**config.mk**
```make
export PLATFORM = sky130hd
export DESIGN_NAME = branch_unit
export DESIGN_NICKNAME = d
export VERILOG_FILES = /design/src/design/exec_pkg.sv /design/src/design/branch_unit.sv
export VERILOG_INCLUDE_DIRS = /design/src /design/src/design
export SDC_FILE = /design/constraint.sdc
export NUM_CORES = 1
export LEC_CHECK = 0
export CORE_AREA = 2 2 115 117
export DETAILED_ROUTE_END_ITERATION = 8
export DIE_AREA = 0 0 117 119
export DONT_BUFFER_PORTS = 1
export GPL_ROUTABILITY_DRIVEN = 1
export PLACE_DENSITY = 0.56
export SYNTH_ARGS = -nofsm -noshare
export SYNTH_HDL_FRONTEND = slang
export SYNTH_SLANG_ARGS = --single-unit
```
**constraint.sdc**
```tcl
create_clock -name vclk -period 3.85
set_input_delay 0 -clock vclk [all_inputs]
set_output_delay 0 -clock vclk [all_outputs]
set_load 0.02 [all_outputs]
```
**src/design/exec_defs.svh**
```systemverilog
`ifndef EXEC_DEFS_SVH
`define EXEC_DEFS_SVH

// datapath
`define WORD_WIDTH 64

// reorder buffer entries, power of two so indices wrap
`define ROB_DEPTH 32

// physical register file
`define PR_COUNT 64

// multiplier pipeline depth
// must divide WORD_WIDTH evenly (2, 4 or 8)
`define NUM_MULT_STAGES 4

// zero-extended ALU literal
`define IMM_WIDTH 8

// branch displacement in instruction words
`define BR_DISP_WIDTH 21

`endif
```
**src/design/exec_pkg.sv**
```systemverilog
`include "exec_defs.svh"

package exec_pkg;

  typedef logic [`WORD_WIDTH-1:0]         word_t;
  typedef logic [$clog2(`ROB_DEPTH)-1:0]  rob_idx_t;
  typedef logic [$clog2(`PR_COUNT)-1:0]   pr_idx_t;

  typedef enum logic [3:0] {
    ALU_ADD,
    ALU_SUB,
    ALU_AND,
    ALU_BIC,     // a & ~b
    ALU_OR,
    ALU_ORNOT,
    ALU_XOR,
    ALU_EQV,     // a ^ ~b
    ALU_SRL,
    ALU_SLL,
    ALU_SRA,
    ALU_CMPULT,
    ALU_CMPULE,
    ALU_CMPLT,
    ALU_CMPLE,
    ALU_MUL
  } alu_func_t;

  typedef enum logic {
    OPB_IS_REG,
    OPB_IS_IMM
  } opb_sel_t;

  // [1:0] picks the test, [2] inverts it
  typedef logic [2:0] br_func_t;

  // entry is as old as the branch or younger, up to the tail
  function automatic logic is_squashed(input rob_idx_t entry,
                                       input rob_idx_t br_idx,
                                       input rob_idx_t tail);
    rob_idx_t entry_dist;
    rob_idx_t tail_dist;
    entry_dist = entry - br_idx;  // modular
    tail_dist  = tail - br_idx;
    return entry_dist <= tail_dist;
  endfunction

endpackage

```
**src/design/branch_unit.sv**
```systemverilog
`timescale 1ns/1ps
`include "exec_defs.svh"

module branch_unit
  import exec_pkg::*;
(
  input  logic                       clock,
  input  logic                       reset,
  input  logic                       issue,
  input  br_func_t                   func,
  input  logic                       cond,
  input  logic                       uncond,
  input  logic                       indirect,
  input  word_t                      npc,
  input  word_t                      opa,
  input  word_t                      opb,
  input  logic [`BR_DISP_WIDTH-1:0]  disp,
  input  rob_idx_t                   rob_idx,
  output logic                       done,
  output word_t                      target,
  output logic                       rollback,
  output rob_idx_t                   rollback_rob_idx
);

  localparam int MSB = `WORD_WIDTH - 1;

  logic   cond_true;
  logic   taken;
  word_t  disp_ext;

  always_comb begin
    case (func[1:0])
      2'b00:   cond_true = !opa[0];              // low bit clear
      2'b01:   cond_true = opa == '0;
      2'b10:   cond_true = opa[MSB];             // negative
      default: cond_true = opa[MSB] || (opa == '0);
    endcase
    if (func[2]) begin
      cond_true = !cond_true;
    end
  end

  assign taken = uncond || (cond && cond_true);

  // word displacement to byte offset
  assign disp_ext = {{(`WORD_WIDTH-`BR_DISP_WIDTH-2){disp[`BR_DISP_WIDTH-1]}},
                     disp, 2'b00};

  assign target = indirect ? {opb[MSB:2], 2'b00} : npc + disp_ext;

  assign done             = issue;
  assign rollback         = issue && taken;
  assign rollback_rob_idx = rob_idx;

  // fetch is redirected on rollback, target must be resolved
  a_rollback_target_known: assert property (
    @(posedge clock) disable iff (reset) rollback |-> !$isunknown(target)
  );

endmodule

```
==> impl_metrics.ini, run 1 <==
[timing]
max_slew.worst_pin.slew_ns = 0.936
fmaxAchievable_mhz = 326
hold_viol_final = 0
period_needed_ns = 3.07
setup_violations = 0
relSlewSlack_pct = 37.1
rsz0062_at_grt = false
fin_setup_tns_ns = 0
post-route-period-util_pct = 79.8
drv_slew = 0

[global_route]
groute.usage.overall_pct = 23.8
grt_pass1_wl_um = 27000
overflow = 0
antenna_found_initial = 1
grt_pass1_vias = 5222
grt_max_degree = 117

[placement]
io_buffers = 0
dpl_cell_area_sq_mm = 0.00487
routabilityCongestion = 0.905
placed_cells = 893
dpl.hpwl_um = 15100

[finish]
nClkBuffers = 0
fill_cells = 1398
seqCellArea_sq_um = 0
drive_gt1_share_pct = 5.16
nFlopsAndLatches = 0
stdcell_area_sq_mm = 0.00487
fin_nets = 1008
stdcell_count = 894
synthToLayoutAreaGrowth_pct = 1.25

[power_and_ir_drop]
leakagePower_uw = 0.00193
p_per_area_mw_per_mm2 = 190
total_power_uw = 925
ir_drop_uv = 68.6

[worst_setup_path]
critical_path.endpoint = target[54]
startpoint = npc[2]
critPathRequiredTime_ns = 3.85
start_kind = primary input
path_max_fanout = 6
crit_path_end_kind = output port
cp_data_arrival_time_ns = 3.07
crit_type = in2out

[routing]
drc = 0
drt_wl_total_um = 18100
via_count = 5762
drt_iter0_drc = 365
drtAntennaViolNets = 0
dr.pass1.iters = 4
wire_per_inst_um = 20.2
viasPerCell = 6.45

[job]
maxCapViolations = 0

[synth]
synth_top_area_cell = ha_1
syn_area_sq_mm = 0.00481
ys_seq_area_share_pct = 0
synth_area_leaders = ha_1 (16%), a21oi_1 (9.4%), nand2_1 (8.1%)
synth_top_area_share_pct = 15.9
syn_nets = 1049
synth.most_common_cell = nand2_1
synth_cell_type_count = 70
ys_warn_count = 0
synth_area_per_cell_sq_um = 6.33
synth_common_cells = nand2_1 (104), a21oi_1 (90), o21ai_0 (73)
synth_cells = 760

[hold_path]
hp-class = in2out

[clock_network]
cts_hold_buffers = 0
post_cts_buffers = 0
cts_resized = 0

[die]
ios = 298
die_area_sq_mm = 0.0139
chipWidth_um = 117
start_util_pct = 37.4
rows = 42
coreArea_sq_mm = 0.0129
die_y_um = 119

[status]
status = completed
cells by family after synthesis:
| kind of cell | count (synthesis) | share of synthesized area [%] |
|---|---|---|
| AOI/OAI and AO/OA | 302 | 40.7 |
| xor gates and xnor gates | 41 | 7.46 |
| adders and majority gates | 62 | 16.3 |
| buffers and inverters | 71 | 6.27 |
| muxes | 5 | 1.14 |
| and+or+nand+nor | 279 | 28.1 |
worst min path at each step:
stage                    start                  end  slack (ns)  depth (start not counted)
detailed placement  rob_idx[3]  rollback_rob_idx[3]      0.0001                          0
global route        rob_idx[2]  rollback_rob_idx[2]     0.00003                          0
floorplan                issue                 done        0.11                          1
CTS                 rob_idx[3]  rollback_rob_idx[3]      0.0001                          0
finish              rob_idx[2]  rollback_rob_idx[2]    0.000009                          0
global placement    rob_idx[3]  rollback_rob_idx[3]      0.0001                          0
through the flow:
step,util [%],setup slack [ns],hold slack (ns)
after floorplan,-,1.14,0.113
after detailed placement,37.8,0.810,0.000137
final,37.8,0.778,0.00000886
after global routing,37.8,0.537,0.0000337
after CTS,37.8,0.771,0.000137
after global placement,37.8,0.826,0.000137
power breakdown:
group          switching (uW)  total [uW]  internal, uW
Clock                       0   0.0000348     0.0000347
Sequential                  0           0             0
Combinational             609         925           316
placed cells by master, fill, tap and decap left out, drive strengths merged, types with 11 or more instances in the layout:
cell type	instances
nand4	26
and3	13
ha	61
a21oi	91
o21bai	12
nor2	54
xnor2	23
nor3	17
o21ai	81
a21o	31
xor2	18
nand2	104
nor4	24
nand3	11
inv	18
layout make-up:
| cell class | count | area, sq um | area share, % |
|---|---|---|---|
| multi-input cells | 689 | 4510 | 92.6 |
| well taps | 176 | 220 | 4.52 |
| inverters | 19 | 71.3 | 1.46 |
| repair buffers | 9 | 67.6 | 1.39 |
| diodes | 1 | 2.50 | 0.0514 |
worst max-delay path, cell delays in order:
cell and delay (ns):
ha_1 0.20, fa_1 0.42, a21o_1 0.21, a221oi_2 0.38, nor3_1 0.16, o21a_1 0.24, o31ai_2 0.43, a21oi_1 0.28
a2111oi_0 0.49, a221oi_1 0.09, buf_4 0.18
per-layer routing:
layer / vias up / GRT usage, % / routed length, um / part of all wire, %
met5: - / 0 / 0 / 0
met3: 21 / 2.65 / 1360 / 7.5
met4: 0 / 3.75 / 323 / 1.8
met2: 284 / 45.0 / 9260 / 51
li1: 2797 / - / - / -
met1: 2660 / 28.8 / 7160 / 40
Note: power is estimated with default switching activity, not from simulation.
==> run 2: changes to the inputs <==
--- a/config.mk
+++ b/config.mk
@@ -11,7 +11,7 @@
 export DIE_AREA = 0 0 117 119
 export DONT_BUFFER_PORTS = 1
 export GPL_ROUTABILITY_DRIVEN = 1
-export PLACE_DENSITY = 0.56
+export PLACE_DENSITY = 0.58
 export SYNTH_ARGS = -nofsm -noshare
 export SYNTH_HDL_FRONTEND = slang
 export SYNTH_SLANG_ARGS = --single-unit
==> constraint.sdc (replaced) <==
create_clock -name vclk -period 2.55
set_input_delay 0 -clock vclk [all_inputs]
set_output_delay 0 -clock vclk [all_outputs]
set_load 0.02 [all_outputs]
==> run 2 against run 1 <==
Non-clock buffer count increased by 98. Worst setup slack got worse by 0.76 ns. Sequential share of layout area unchanged. Cell count increased by 11%. Power increased by 84%. Count of clock-buffer cells in the layout unchanged. Wire length increased by 2.9%. First-iteration DRC count increased by 9.6%. Hold slack about the same. Sequential cell count unchanged. Critical path depth increased by 2. Final area increased by 21%.
==> impl_metrics.ini, run 2 (synthesis gave the netlist of run 1 again) <==
[status]
status = completed

[finish]
drive_gt1_share_pct = 21.3
antenna_cells = 0
final_common_cell = buf_4
final_util_pct = 45.8
nFlopsAndLatches = 0
synthToLayoutAreaGrowth_pct = 22.7
fin_nets = 1106
stdcell_area_sq_mm = 0.00590
mostFrequentLayoutCells = buf_4 (105), nand2_1 (103), a21oi_1 (85), o21ai_0 (67), nor2_1 (53)
nClkBuffers = 0
seqCellArea_sq_um = 0

[power_and_ir_drop]
leakagePower_uw = 0.00242
total_power_uw = 1700
p_per_area_mw_per_mm2 = 288
ir_drop_uv = 129

[worst_setup_path]
startpoint = disp[0]
start_kind = primary input
cp.depth = 13
critPathSlowestCell = a2111oi_4
crit_path_end_kind = output port
critPathRequiredTime_ns = 2.55
cp_slowest_stage_delay_ns = 0.36
crit_top_cell = buf_4
path_max_fanout = 5
cp_cell_sequence = ha_4 -> fa_2 -> a21o_1 -> a221oi_2 -> buf_4 -> nor3_4 -> o21a_2 -> o31ai_4 -> a21oi_4 -> a2111oi_4 -> buf_4 -> a221oi_2 -> buf_4
crit_type = in2out
crit_family = compound AO/OA/AOI/OAI gates
critPathBufInv = 3
critical_path.endpoint = target[54]
cp_data_arrival_time_ns = 2.53

[timing]
post-route-period-util_pct = 99.3
drv_slew = 0
hold_viol_final = 0
period_needed_ns = 2.53
relSlewSlack_pct = 56.6
fmaxAchievable_mhz = 395
setup_violations = 0
rsz0062_at_grt = true
max_slew.worst_pin.slew_ns = 0.644

[die]
die_y_um = 119
rows = 42
start_util_pct = 37.4
chipWidth_um = 117
coreArea_sq_mm = 0.0129
ios = 298
die_area_sq_mm = 0.0139

[global_route]
groute.usage.overall_pct = 24.6
overflow = 0
antenna_found_initial = 0
grt_max_degree = 117
grt_pass1_vias = 5558
grt_pass1_wl_um = 27900

[routing]
drt_wl_total_um = 18600
viasPerCell = 6.07
drc = 0
via_count = 6020
drt_iter0_drc = 400
drtAntennaViolNets = 0
dr.pass1.iters = 5
wire_per_inst_um = 18.8

[hold_path]
hp-class = in2out

[placement]
routabilityCongestion = 0.937
dpl_cell_area_sq_mm = 0.00557
io_buffers = 0
dpl.hpwl_um = 15500

[clock_network]
cts_hold_buffers = 0

[job]
maxCapViolations = 0
-- run 2: report_power, final --
group	switching (uW)	internal (uW)
Sequential	0	0
Combinational	987	713
Clock	0	0
Total	987	713
-- run 2: layer usage --
metal	GRT usage, %	wire length, um	vias to the layer above
met5	0	0	-
met4	2.72	269	0
met3	2.34	1190	16
met2	45.2	9610	256
met1	31.5	7550	2762
li1	-	-	2986
-- run 2: repair_timing --
action / in CTS / in global routing
setup buffers: 3 / 6
pin swaps: 6 / 17
setup endpoints to repair: 12 / 22
gates resized for setup: 9 / 51
-- run 2: area by class of cell --
type,count,area (sq um)
fill,1355,6970
inverter,19,71.3
multi-input combinational,689,4800
tap,176,220
timing repair buffer,107,811
-- run 2: worst min-delay path by stage --
stage                from             endpoint  depth (start not counted)
6_report       rob_idx[1]  rollback_rob_idx[1]                          0
5_1_grt        rob_idx[2]  rollback_rob_idx[2]                          0
4_1_cts        rob_idx[0]  rollback_rob_idx[0]                          0
3_5_place_dp   rob_idx[0]  rollback_rob_idx[0]                          0
3_3_place_gp   rob_idx[0]  rollback_rob_idx[0]                          0
2_1_floorplan       issue                 done                          1
-- run 2: per-stage QoR --
step | cells | setup slack, ns | TNS, ns | hold WS (ns)
2_1_floorplan | 760 | 0.00423 | 0 | 0.113
3_3_place_gp | 983 | -0.138 | -0.249 | 0.000137
3_5_place_dp | 983 | -0.290 | -0.894 | 0.000137
4_1_cts | 985 | 0.0153 | 0 | 0.000137
5_1_grt | 991 | -0.120 | -0.466 | 0.0000325
6_report | 991 | 0.0179 | 0 | 0.00000881
==> run 3: changes to the inputs <==
==> constraint.sdc (replaced) <==
create_clock -name vclk -period 2.55
set_input_delay 0 -clock vclk [all_inputs]
set_output_delay 0 -clock vclk [all_outputs]
set_load 0.01 [all_outputs]
==> run 3 against run 2 <==
Global-route usage grew 0.18 points. Power shrank 12%. Worst setup slack gained 0.042 ns. Cell count shrank 1.5%. Count of clock-buffer cells in the layout is the same. Critical endpoint is now target[42]. Utilization shrank 2.0 points. Combinational power shrank 12%. Maximum frequency grew 1.7%. Critical path depth shrank 1. Hold slack is essentially flat.
==> impl_metrics.ini, run 3 (synthesis gave the netlist of run 1 again) <==
[finish]
nClkBuffers = 0
mostFrequentLayoutCells = nand2_1 (104), buf_4 (90), a21oi_1 (86), o21ai_0 (70), ha_1 (58)
seqCellArea_sq_um = 0
drive_gt1_share_pct = 17.8
antenna_cells = 0
final_common_cell = nand2_1
stdcell_area_sq_mm = 0.00564
fill_cells = 1333
synthToLayoutAreaGrowth_pct = 17.3
nFlopsAndLatches = 0
stdcell_count = 976
fin_nets = 1091

[global_route]
grt_pass1_wl_um = 28100
groute.usage.overall_pct = 24.7
grt_pass1_vias = 5646
grt_max_degree = 117
antenna_found_initial = 0
overflow = 0

[routing]
wire_per_inst_um = 19.1
drc = 0
drt_wl_total_um = 18700
via_count = 5991
drt_iter0_drc = 386
dr.pass1.iters = 5
drtAntennaViolNets = 0
viasPerCell = 6.14

[die]
coreArea_sq_mm = 0.0129
ios = 298
rows = 42
chipWidth_um = 117
die_y_um = 119
start_util_pct = 37.4
die_area_sq_mm = 0.0139

[placement]
dpl.hpwl_um = 15500
io_buffers = 0
placed_cells = 973
place_ws_ns = -0.109
routabilityCongestion = 0.933
dpl_cell_area_sq_mm = 0.00547

[timing]
holdWs_ns = 0.00000445
post-route-period-util_pct = 97.7
relSlewSlack_pct = 45.7
drv_slew = 0
rsz0062_at_grt = true
period_needed_ns = 2.49
setup_violations = 0
fmaxAchievable_mhz = 402
hold_viol_final = 0
max_slew.worst_pin.slew_ns = 0.806
setup_ws_ns = 0.0596

[worst_setup_path]
cp_slowest_stage_delay_ns = 0.36
path_max_fanout = 3
crit_type = in2out
start_kind = primary input
crit_path_end_kind = output port
critPathSlowestCell = fa_2
cp_data_arrival_time_ns = 2.49
crit_family = compound AO/OA/AOI/OAI gates
critPathBufInv = 2
cp_cell_sequence = ha_4 -> fa_2 -> a21o_1 -> a221oi_4 -> nor3_2 -> o21a_1 -> buf_6 -> o31a_1 -> o21ai_2 -> a211oi_2 -> a311oi_2 -> buf_4
critPathRequiredTime_ns = 2.55

[power_and_ir_drop]
leakagePower_uw = 0.00234
p_per_area_mw_per_mm2 = 267
ir_drop_uv = 109

[status]
status = completed

[hold_path]
hp-class = in2out

[job]
maxCapViolations = 0

[clock_network]
cts_hold_buffers = 0
run 3: changes by cell type in the layout (fill, tap and decap cells not counted), moves of 2 or more:
cell | previous run | this run
ha_1 | 47 | 58
o21ai_0 | 67 | 70
o21ai_1 | 12 | 8
ha_2 | 6 | 2
buf_4 | 105 | 90
a221oi_2 | 2 | 0
ha_4 | 8 | 1
run 3: power breakdown:
part,leakage (uW),internal [uW],total (uW),switching (uW)
combinational,0.00234,635,1500,869
clock,0,0,0,0
sequential,0,0,0,0
total,0.00234,635,1500,869
run 3: layout make-up:
type | count | area [sq um] | area share [%]
multi-input cells | 689 | 4650 | 82.5
repair buffers | 92 | 698 | 12.4
inverters | 19 | 71.3 | 1.26
well taps | 176 | 220 | 3.90
run 3: final timing paths:
check / cells past startpoint / startpoint / endpoint
hold / removal: 0 / rob_idx[1] / rollback_rob_idx[1]
setup / recovery: 12 / disp[0] / target[42]
run 3: per-stage QoR:
step	util, %	power, uW	setup TNS, ns
detailed placement	42.5	1440	-0.223
global placement	42.5	1440	-0.126
floorplan	-	1010	0
global route	43.8	1640	-0.138
CTS	42.7	1450	0
finish	43.8	1500	0
run 3: per-layer routing:
layer / vias up / part of all wire, % / track usage (%)
met5: - / 0 / 0
met4: 0 / 2.5 / 5.15
met3: 30 / 7.1 / 3.05
met2: 282 / 51 / 45.7
met1: 2710 / 40 / 30.1
li1: 2969 / - / -
run 3: repair_timing:
item                                    in CTS  in global routing
setup buffers                                0                  3
resized for setup                            6                 30
pin swaps                                    2                 20
endpoints found under the hold margin        0                  0
endpoints found under the setup margin       9                 24
